==> src/hdl/axi_slave_pkg.sv <==
// shared AXI3 slave types, single outstanding burst per direction, no wid and no interleaving
package axi_slave_pkg;

  //////////////////////////////////////////////////////////////////////
  // sizes
  //////////////////////////////////////////////////////////////////////
  localparam int mem_bytes = 128;  // internal memory, bytes
  localparam int data_w    = 32;
  localparam int strb_w    = data_w / 8;
  localparam int id_w      = 4;
  localparam int max_size  = 2;    // 4-byte beats at most

  typedef enum logic [1:0] {
    fixed    = 2'd0,
    incr     = 2'd1,
    wrap     = 2'd2,
    reserved = 2'd3
  } axi_burst_e;

  typedef enum logic [1:0] {
    okay   = 2'd0,
    slverr = 2'd2,
    decerr = 2'd3
  } axi_resp_e;

  //////////////////////////////////////////////////////////////////////
  // channel payloads
  //////////////////////////////////////////////////////////////////////
  typedef struct packed {
    logic [id_w-1:0] id;
    logic [31:0]     addr;
    logic [3:0]      len;    // beats minus one
    logic [2:0]      size;   // log2 of bytes per beat
    axi_burst_e      burst;
  } axi_cmd_t;  // shared by AW and AR

  typedef struct packed {
    logic [data_w-1:0] data;
    logic [strb_w-1:0] strb;
    logic              last;
  } axi_wbeat_t;

  typedef struct packed {
    logic [id_w-1:0] id;
    axi_resp_e       resp;
  } axi_bresp_t;

  typedef struct packed {
    logic [id_w-1:0]   id;
    logic [data_w-1:0] data;
    axi_resp_e         resp;
    logic              last;
  } axi_rbeat_t;

  // response for a whole transaction, decided once at the address handshake
  // slverr outranks decerr
  function automatic axi_resp_e cmd_resp(input axi_cmd_t cmd);
    logic bad_wrap;
    bad_wrap = (cmd.burst == wrap) && !(cmd.len inside {4'd1, 4'd3, 4'd7, 4'd15});
    if (cmd.size > max_size || cmd.burst == reserved || bad_wrap) begin
      return slverr;
    end
    if (cmd.addr >= mem_bytes) begin
      return decerr;
    end
    return okay;
  endfunction

endpackage

==> src/hdl/axi_burst_addr.sv <==
// beat address generator, WRAP assumes len of 1/3/7/15 and a size-aligned start address
`timescale 1ns/1ps
module axi_burst_addr (
  input  logic                    clk,
  input  logic                    resetn,
  input  logic                    start,      // command handshake
  input  logic                    step,       // beat handshake
  input  axi_slave_pkg::axi_cmd_t cmd,
  output logic [31:0]             beat_addr,
  output logic                    last_beat
);

  logic [31:0]               addr_q;
  logic [3:0]                len_q;
  logic [2:0]                size_q;
  axi_slave_pkg::axi_burst_e burst_q;
  logic [3:0]                count_q;    // beats already taken
  logic                      done_q;     // last beat has stepped
  logic [31:0]               step_bytes;
  logic [31:0]               incr_addr;
  logic [31:0]               wrap_mask;
  logic [31:0]               next_addr;

  always_comb begin
    step_bytes = 32'd1 << size_q;
    incr_addr  = (addr_q & ~(step_bytes - 32'd1)) + step_bytes;  // align, then advance
    wrap_mask  = (({28'd0, len_q} + 32'd1) << size_q) - 32'd1;   // wrap block minus one
    case (burst_q)
      axi_slave_pkg::fixed: next_addr = addr_q;
      axi_slave_pkg::wrap:  next_addr = (addr_q & ~wrap_mask) | (incr_addr & wrap_mask);
      default:              next_addr = incr_addr;
    endcase
  end

  always_ff @(posedge clk or negedge resetn) begin
    if (!resetn) begin
      addr_q  <= '0;
      len_q   <= '0;
      size_q  <= '0;
      burst_q <= axi_slave_pkg::fixed;
      count_q <= '0;
      done_q  <= 1'b0;
    end else if (start) begin
      addr_q  <= cmd.addr;
      len_q   <= cmd.len;
      size_q  <= cmd.size;
      burst_q <= cmd.burst;
      count_q <= '0;
      done_q  <= 1'b0;
    end else if (step) begin
      addr_q  <= next_addr;
      count_q <= count_q + 4'd1;
      done_q  <= last_beat;
    end
  end

  assign beat_addr = addr_q;
  assign last_beat = (count_q == len_q);

  // a finished burst takes no more beats until the owning path restarts it
  a_no_step_after_last: assert property (@(posedge clk) disable iff (!resetn)
    step |-> !done_q);

endmodule

==> src/hdl/axi_byte_mem.sv <==
// 32 x 32-bit byte-lane memory, no reset so contents are unknown until written
`timescale 1ns/1ps
module axi_byte_mem (
  input  logic        clk,
  input  logic        wr_en,
  input  logic [4:0]  wr_word,
  input  logic [31:0] wr_data,
  input  logic [3:0]  wr_strb,
  input  logic [4:0]  rd_word,
  output logic [31:0] rd_data
);

  logic [3:0][7:0] mem [axi_slave_pkg::mem_bytes / axi_slave_pkg::strb_w];

  //////////////////////////////////////////////////////////////////////
  // write port, one lane per strobe bit
  //////////////////////////////////////////////////////////////////////
  always_ff @(posedge clk) begin
    if (wr_en) begin
      for (int lane = 0; lane < 4; lane++) begin
        if (wr_strb[lane]) begin
          mem[wr_word][lane] <= wr_data[8*lane +: 8];
        end
      end
    end
  end

  // read is combinational, so a write shows up after its edge
  assign rd_data = mem[rd_word];

  // the write path drops empty-strobe beats before they reach here
  a_strb_nonzero: assert property (@(posedge clk)
    wr_en |-> (wr_strb != 4'b0000));

endmodule

==> src/hdl/axi_write_path.sv <==
// write channel FSM, one burst at a time, errored bursts drain their W beats without writing
`timescale 1ns/1ps
module axi_write_path (
  input  logic                      clk,
  input  logic                      resetn,
  input  logic                      aw_valid,
  output logic                      aw_ready,
  input  axi_slave_pkg::axi_cmd_t   aw,
  input  logic                      w_valid,
  output logic                      w_ready,
  input  axi_slave_pkg::axi_wbeat_t w,
  output logic                      b_valid,
  input  logic                      b_ready,
  output axi_slave_pkg::axi_bresp_t b,
  output logic                      wr_en,
  output logic [4:0]                wr_word,
  output logic [31:0]               wr_data,
  output logic [3:0]                wr_strb
);

  typedef enum logic [1:0] {
    st_idle = 2'd0,
    st_data = 2'd1,
    st_resp = 2'd2
  } wr_state_e;

  wr_state_e                                 state_q;
  logic [axi_slave_pkg::id_w-1:0]            id_q;
  axi_slave_pkg::axi_resp_e                  resp_q;
  logic                                      aw_hs;
  logic                                      w_hs;
  logic [31:0]                               beat_addr;
  logic                                      last_beat;

  assign aw_hs = aw_valid && aw_ready;
  assign w_hs  = w_valid && w_ready;

  axi_burst_addr u_addr (
    .clk       (clk),
    .resetn    (resetn),
    .start     (aw_hs),
    .step      (w_hs),
    .cmd       (aw),
    .beat_addr (beat_addr),
    .last_beat (last_beat)
  );

  //////////////////////////////////////////////////////////////////////
  // idle -> data -> resp
  //////////////////////////////////////////////////////////////////////
  always_ff @(posedge clk or negedge resetn) begin
    if (!resetn) begin
      state_q <= st_idle;
      resp_q  <= axi_slave_pkg::okay;
    end else begin
      case (state_q)
        st_idle: if (aw_hs) begin
          state_q <= st_data;
          resp_q  <= axi_slave_pkg::cmd_resp(aw);
        end
        st_data: if (w_hs && last_beat) state_q <= st_resp;   // counted last beat
        st_resp: if (b_ready) state_q <= st_idle;
        default: state_q <= st_idle;
      endcase
    end
  end

  always_ff @(posedge clk) begin
    if (aw_hs) id_q <= aw.id;   // echoed on B
  end

  assign aw_ready = (state_q == st_idle);
  assign w_ready  = (state_q == st_data);
  assign b_valid  = (state_q == st_resp);
  assign b        = '{id: id_q, resp: resp_q};

  // memory only sees good bursts with at least one lane
  assign wr_en   = w_hs && (resp_q == axi_slave_pkg::okay) && (|w.strb);
  assign wr_word = beat_addr[6:2];
  assign wr_data = w.data;
  assign wr_strb = w.strb;

  // master's last flag has to agree with the beat count from AW
  a_wlast_match: assert property (@(posedge clk) disable iff (!resetn)
    w_hs |-> (w.last == last_beat));

endmodule

==> src/hdl/axi_read_path.sv <==
// read channel FSM, one burst at a time, R data comes straight from the combinational memory read
`timescale 1ns/1ps
module axi_read_path (
  input  logic                      clk,
  input  logic                      resetn,
  input  logic                      ar_valid,
  output logic                      ar_ready,
  input  axi_slave_pkg::axi_cmd_t   ar,
  output logic                      r_valid,
  input  logic                      r_ready,
  output axi_slave_pkg::axi_rbeat_t r,
  output logic [4:0]                rd_word,
  input  logic [31:0]               rd_data
);

  typedef enum logic {
    st_idle = 1'b0,
    st_beat = 1'b1
  } rd_state_e;

  rd_state_e                      state_q;
  logic [axi_slave_pkg::id_w-1:0] id_q;
  axi_slave_pkg::axi_resp_e       resp_q;
  logic                           ar_hs;
  logic                           r_hs;
  logic [31:0]                    beat_addr;
  logic                           last_beat;

  assign ar_hs = ar_valid && ar_ready;
  assign r_hs  = r_valid && r_ready;

  axi_burst_addr u_addr (
    .clk       (clk),
    .resetn    (resetn),
    .start     (ar_hs),
    .step      (r_hs),
    .cmd       (ar),
    .beat_addr (beat_addr),
    .last_beat (last_beat)
  );

  always_ff @(posedge clk or negedge resetn) begin
    if (!resetn) begin
      state_q <= st_idle;
      resp_q  <= axi_slave_pkg::okay;
    end else if (state_q == st_idle) begin
      if (ar_hs) begin
        state_q <= st_beat;
        resp_q  <= axi_slave_pkg::cmd_resp(ar);
      end
    end else if (r_hs && last_beat) begin
      state_q <= st_idle;   // ar_ready back next cycle
    end
  end

  always_ff @(posedge clk) begin
    if (ar_hs) id_q <= ar.id;
  end

  //////////////////////////////////////////////////////////////////////
  // R beat, zero data on any error
  //////////////////////////////////////////////////////////////////////
  assign ar_ready = (state_q == st_idle);
  assign r_valid  = (state_q == st_beat);
  assign rd_word  = beat_addr[6:2];
  assign r.id     = id_q;
  assign r.data   = (resp_q == axi_slave_pkg::okay) ? rd_data : '0;
  assign r.resp   = resp_q;
  assign r.last   = last_beat;

  // holds as long as no write hits the word being returned
  a_r_stable: assert property (@(posedge clk) disable iff (!resetn)
    (r_valid && !r_ready) |=> (r_valid && $stable(r)));

endmodule

==> src/hdl/axi_slave_top.sv <==
// AXI3-style slave with 128-byte memory, one write and one read burst may run at once
`timescale 1ns/1ps
module axi_slave_top (
  input  logic                      clk,
  input  logic                      resetn,
  input  logic                      aw_valid,
  output logic                      aw_ready,
  input  axi_slave_pkg::axi_cmd_t   aw,
  input  logic                      w_valid,
  output logic                      w_ready,
  input  axi_slave_pkg::axi_wbeat_t w,
  output logic                      b_valid,
  input  logic                      b_ready,
  output axi_slave_pkg::axi_bresp_t b,
  input  logic                      ar_valid,
  output logic                      ar_ready,
  input  axi_slave_pkg::axi_cmd_t   ar,
  output logic                      r_valid,
  input  logic                      r_ready,
  output axi_slave_pkg::axi_rbeat_t r
);

  logic        wr_en;
  logic [4:0]  wr_word;
  logic [31:0] wr_data;
  logic [3:0]  wr_strb;
  logic [4:0]  rd_word;
  logic [31:0] rd_data;

  axi_write_path u_write (
    .clk (clk), .resetn (resetn),
    .aw_valid (aw_valid), .aw_ready (aw_ready), .aw (aw),
    .w_valid (w_valid), .w_ready (w_ready), .w (w),
    .b_valid (b_valid), .b_ready (b_ready), .b (b),
    .wr_en (wr_en), .wr_word (wr_word), .wr_data (wr_data), .wr_strb (wr_strb)
  );

  axi_read_path u_read (
    .clk (clk), .resetn (resetn),
    .ar_valid (ar_valid), .ar_ready (ar_ready), .ar (ar),
    .r_valid (r_valid), .r_ready (r_ready), .r (r),
    .rd_word (rd_word), .rd_data (rd_data)
  );

  axi_byte_mem u_mem (
    .clk     (clk),
    .wr_en   (wr_en),
    .wr_word (wr_word),
    .wr_data (wr_data),
    .wr_strb (wr_strb),
    .rd_word (rd_word),
    .rd_data (rd_data)
  );

endmodule

==> config.mk <==
export PLATFORM = sky130hd
export DESIGN_NAME = axi_slave_top
export DESIGN_NICKNAME = d
export VERILOG_FILES = /design/src/hdl/axi_slave_pkg.sv /design/src/hdl/axi_burst_addr.sv /design/src/hdl/axi_byte_mem.sv /design/src/hdl/axi_write_path.sv /design/src/hdl/axi_read_path.sv /design/src/hdl/axi_slave_top.sv
export SDC_FILE = /design/constraint.sdc
export NUM_CORES = 1
export LEC_CHECK = 0
export ABC_AREA = 1
export BUFFER_PORTS_ARGS = -buffer_cell sky130_fd_sc_hd__clkbuf_2
export CORE_ASPECT_RATIO = 1.25
export CORE_UTILIZATION = 43
export DETAILED_ROUTE_END_ITERATION = 6
export SYNTH_ARGS = -nofsm -noshare
export SYNTH_HDL_FRONTEND = slang
export SYNTH_HIERARCHICAL = 1
export SYNTH_SLANG_ARGS = --single-unit
==> constraint.sdc <==
create_clock -name clk -period 3.9 [get_ports clk]
set_input_delay 0.39 -clock clk [delete_from_list [all_inputs] [get_ports clk]]
set_output_delay 0.39 -clock clk [all_outputs]
set_load 0.005 [all_outputs]
* Word level (Yosys, flattened, before mapping)
Memories as Yosys holds them, arrays and structs flattened.
Cells that the tools add are included.
** Storage, ports and cells
- Input port bits :: 134
- Logic and storage cells :: 154
- Bits in writable memories :: 1024
- Memories :: 1
- Register bits after elaboration :: 105
- Output and inout bits :: 50
** Cells by class
- Multiplexer cells :: 52
- Bitwise operators :: 13
- Shift operators :: 4
- Magnitude comparators :: 4
- Add/subtract/negate cells :: 10
- Equality and inequality tests :: 23
- Reductions and logical operators :: 31
** Memory list
- u_mem.mem :: words 32, bits a word 32, rd ports 1, clocked after Yosys merged registers in 0, write ports 1, RTL line axi_byte_mem.sv:13 : logic [3:0][7:0] mem [axi_slave_pkg::mem_bytes / axi_slave_pkg::strb_w];
** Operators by type and width (number)
- AND 32 bit :: 6
- two-way mux 32 bit :: 5
- inverter 32 bit :: 4
- one-hot mux 32 bit (2 select lines) :: 2
- subtractor 32 x 1 -> 32 bit (second input constant) :: 4
- adder 32 bit :: 2
- greater-or-equal comparator 32 x 8 -> 1 bit (second input constant) :: 2
- bitwise OR 32 bit :: 2
- << shifter 1 x 3 -> 32 bit (first input constant) :: 2
- << shifter 5 x 3 -> 32 bit :: 2
- two-way mux 1 bit :: 29
- two-way mux 2 bit :: 11
- two-way mux 4 bit :: 4
- equality test 2 bit (second input constant) :: 7
- adder 4 x 1 -> 5 bit (second input constant) :: 2
- logical AND 1 bit :: 10
- zero test 2 bit :: 5
- adder 4 x 1 -> 4 bit (second input constant) :: 2
- equality test 4 x 1 -> 1 bit (second input constant) :: 2
- equality test 4 x 2 -> 1 bit (second input constant) :: 2
- equality test 4 x 3 -> 1 bit (second input constant) :: 2
- equality test 4 bit :: 2
- equality test 4 bit (second input constant) :: 2
- AND reduction 2 bit :: 4
- 12 further kinds :: 22

* Longest topological paths before layout
- Depth in word-level cells :: 13
- Mapped depth :: 20
- Mapped depth without buffers :: 19

* Modules after synthesis
The synthesis kept the hierarchy.
** By module, submodules not included
- axi_byte_mem :: cells an instance 3649, instances 1, area an instance 42255.5 µm², seq. area each 30749.5 µm²
- axi_burst_addr (u_write.u_addr) :: cells an instance 761, instances 1, area an instance 4586.9 µm², seq. area each 1126.1 µm²
- axi_burst_addr (u_read.u_addr) :: cells an instance 739, instances 1, area an instance 4516.8 µm², seq. area each 1126.1 µm²
- axi_write_path :: cells an instance 104, instances 1, area an instance 752.0 µm², seq. area each 220.2 µm²
- axi_read_path :: cells an instance 125, instances 1, area an instance 720.7 µm², seq. area each 195.2 µm²

* Worst setup path before layout
OpenSTA, ideal clock, no wires.
- Kind :: flip-flop to flip-flop
- Start point :: register u_write.u_addr.size_q[2]
- End point :: register (tool-made name)
- Buffers on the path :: 1
- Setup time :: 0.116 ns
- Stages on the path, launching flop included :: 22
- Slack :: 1.348 ns
- Data arrival time :: 2.436 ns
- Required time :: 3.784 ns
- Cells stage by stage :: dfrtp_1 inv_2 buf_2 nor2_1 inv_2 ha_1 nand2_1 inv_1 ha_1 inv_1 nor2_2 inv_2 nor2_1 nand3_1 nand3_2 nand2_1 nand2_1 nand2_1 nand2_1 nand2_1 nand2_1 nand2_1
** RTL lines
- start, declared :: RTL line axi_burst_addr.sv:15 : logic [2:0] size_q;
- start signal, assigned :: RTL line axi_burst_addr.sv:46 : size_q <= cmd.size;

==> flow_metrics.tcl <==
set metrics [dict create \
    status "complete, no violations" \
    wl_per_cell_um 20.7 \
    maxCapViolations 0 \
    via_per_inst 5.28 \
    crit_path_start_kind "register" \
    clock_latency_ns 0.71 \
    utilization_pct 48.2 \
    critPathRequiredTime_ns 3.51 \
    fin_skew_ns 0.0331 \
    p_sw_mw 14.0 \
    nNetsFinal 4698 \
    synth_area_um2 47500 \
    routed_wl_mm 126 \
    cts.sink_count 1079 \
    critical_path_class "reg2out" \
    ys_warn_count 6 \
    tightest_slew_ns 1.14 \
    drtAntennaViolNets 0 \
    critPathTopFamily "buffers and inverters" \
    slew_headroom_pct 23.7 \
    dp_slack_ns 0.743 \
    timing.fmax_ghz 0.270 \
    worst_slack_ns 0.195 \
    drv_slew 0 \
    min_period_ns 3.70 \
    hold_violations 0 \
    crit_slowest_cell "dfrtp_4" \
    dp_hpwl_mm 74.6 \
    crit_top_cell "nand2_1" \
    internal-power_mw 22.9 \
    critical_path.cell_chain "clkinv_16, buf_16, nand2_1, nand3_1, nand3_1, nand2_1, nand2_1, nand2_1, nand2_1, nand2_1, inv_1, nor2_2, clkbuf_2" \
    antenna_found_initial 6 \
    cts_buffer_depth 3 \
    first_pass_iters 5 \
    hold_class "in2reg" \
    crit_path_end_kind "output pin" \
    finalPower_mw 36.9 \
    die-area_um2 112000 \
    synth.avg_cell_area_um2 10.6 \
    area.growth.synth_to_final_pct 11.3 \
    drive_gt1_share_pct 10.8 \
    die_h_um 374 \
    crit_arrival_ns 3.31 \
    setup_viol 0 \
    core_area_um2 110000 \
    vdd_ir_drop_max_v 0.00102 \
    leakagePower_nw 20.0 \
    worst-path-max-fanout 104 \
    crit_buf_inv 4 \
    syn_nets 4621 \
    grt_max_degree 129 \
    drt_iter0_drc 2800 \
    cts_tree "done" \
    clkTransAtPathRegs_ns 0.06 \
    p_clk_share_pct 28.5 \
    start_util_pct 43.3 \
    vias 32100 \
    nFillCells 9772 \
    netlist_instances 4475 \
    cts_buffers 102 \
    portBuffers 182 \
    root_buffer "clkbuf_16" \
    cpPeakStageDelay_ns 0.73 \
    comb_power_share_pct 35.0 \
    fp-row-count 136 \
    grt_pass1_wl_mm 187 \
    ios 184 \
    route.detailed.drc 0 \
    grt_pass1_vias 30800 \
    track_usage_pct 22.2 \
    powerDensity_nw_per_um2 696 \
    switching_share_pct 38.0 \
    grt_overflow 0 \
    die_w_um 299 \
    rsz0062_at_grt "false" \
    fin_tns_setup_ns 0 \
    post-route-period-util_pct 95.0 \
    seqPwrFrac_pct 36.5 \
    place_congestion 0.855 \
    cts_htree_levels 3 \
]
-- layout make-up --
| type | instances | area, µm² | share of cell area (%) |
|---|---|---|---|
| sequential | 1079 | 32200 | 60.8 |
| multi-input combinational | 2951 | 12800 | 24.2 |
| clock buffer | 122 | 2760 | 5.22 |
| timing repair buffer | 282 | 2030 | 3.83 |
| tap | 1449 | 1810 | 3.43 |
| clock inverter | 69 | 793 | 1.50 |
| inverter | 136 | 552 | 1.04 |
| antenna | 1 | 2.50 | 0.00473 |
-- worst register-to-register path: cells and delay by family, from the launching register on --
kind	cells	cell delay [ns]
AND/OR/NAND/NOR	11	0.90
adder cells (fa/ha/maj)	1	0.27
buffers and inverters	4	0.73
AO/OA/AOI/OAI	1	0.13
XOR/XNOR	1	0.19
flip-flops	1	0.78
-- what timing repair did --
item / 4_1_cts / 5_1_grt
resized for setup: 2 / 2
hold buffers: 41 / 0
buffers inserted: 0 / 2
endpoints found under the hold margin: 52 / 0
setup endpoints to repair: 2 / 29
-- cell usage in the layout, fill, tap and decap left out, types with 13 or more instances in the layout --
cell type and count:
nor2_2 18, buf_4 37, nand3_1 830, o21ai_0 37, clkinv_2 22, clkbuf_2 182, nand2_2 20, bufinv_16 17
buf_12 17, dfrtp_1 42, edfxtp_1 1032, nand2_1 1683, clkbuf_16 107, clkinv_1 22, dlygate4sd3_1 41, a21oi_1 26
nor2_1 225, nand3_2 13, inv_1 112, inv_2 16
-- path summary, 6_finish.rpt --
path,slack [ns],start,endpoint,depth (start not counted)
max in group asynchronous,2.96,resetn,asynchronous set/reset pin,3
min reg2reg,0.49,u_write/u_addr/count_q[3],u_write/u_addr/count_q[3],1
min,0.05,aw[15],register,5
max,0.20,register,r[11],13
max reg2reg,0.83,u_write/u_addr/size_q[1],register,18
min in group asynchronous,0.10,resetn,u_read/u_addr/len_q[1],2
-- registers in the layout (all words and copies together), names as in the netlist, named ones only --
signal / count
u_mem/mem: 1024
u_read/id_q: 4
u_read/r_valid: 1
u_read/resp_q: 2
u_read/u_addr/burst_q: 2
u_read/u_addr/count_q: 4
u_read/u_addr/len_q: 4
u_read/u_addr/size_q: 3
u_write/id_q: 4
u_write/resp_q: 2
u_write/state_q: 2
u_write/u_addr/burst_q: 2
u_write/u_addr/count_q: 4
u_write/u_addr/len_q: 4
u_write/u_addr/size_q: 3
-- routing by layer --
metal / GRT usage, % / share of wire [%] / vias up
li1: - / - / 15400
met1: 27.2 / 39 / 15500
met2: 39.3 / 51 / 1093
met3: 3.09 / 6.2 / 208
met4: 8.63 / 3.6 / 4
met5: 0 / 0.017 / -
-- through the flow --
| step | hold slack, ns | std cells | instance area [µm²] |
|---|---|---|---|
| 3_3_place_gp | 0.288 | 5854 | 48900 |
| 2_1_floorplan | 0.0944 | 4475 | 47500 |
| 6_report | 0.0463 | 6089 | 52900 |
| 3_5_place_dp | 0.286 | 5854 | 48900 |
| 5_1_grt | 0.0751 | 6088 | 52900 |
| 4_1_cts | 0.00518 | 6086 | 52900 |
-- power groups by stage --
stage	Sequential, mW	Combinational [mW]	Clock, mW
after floorplan	13.4	9.69	0
after global placement	13.7	12.6	0
after detailed placement	13.7	12.7	0
after CTS	13.5	12.8	10.7
after global routing	13.5	14.3	11.1
final	13.5	12.9	10.5
(Power assumes the default switching activity.)
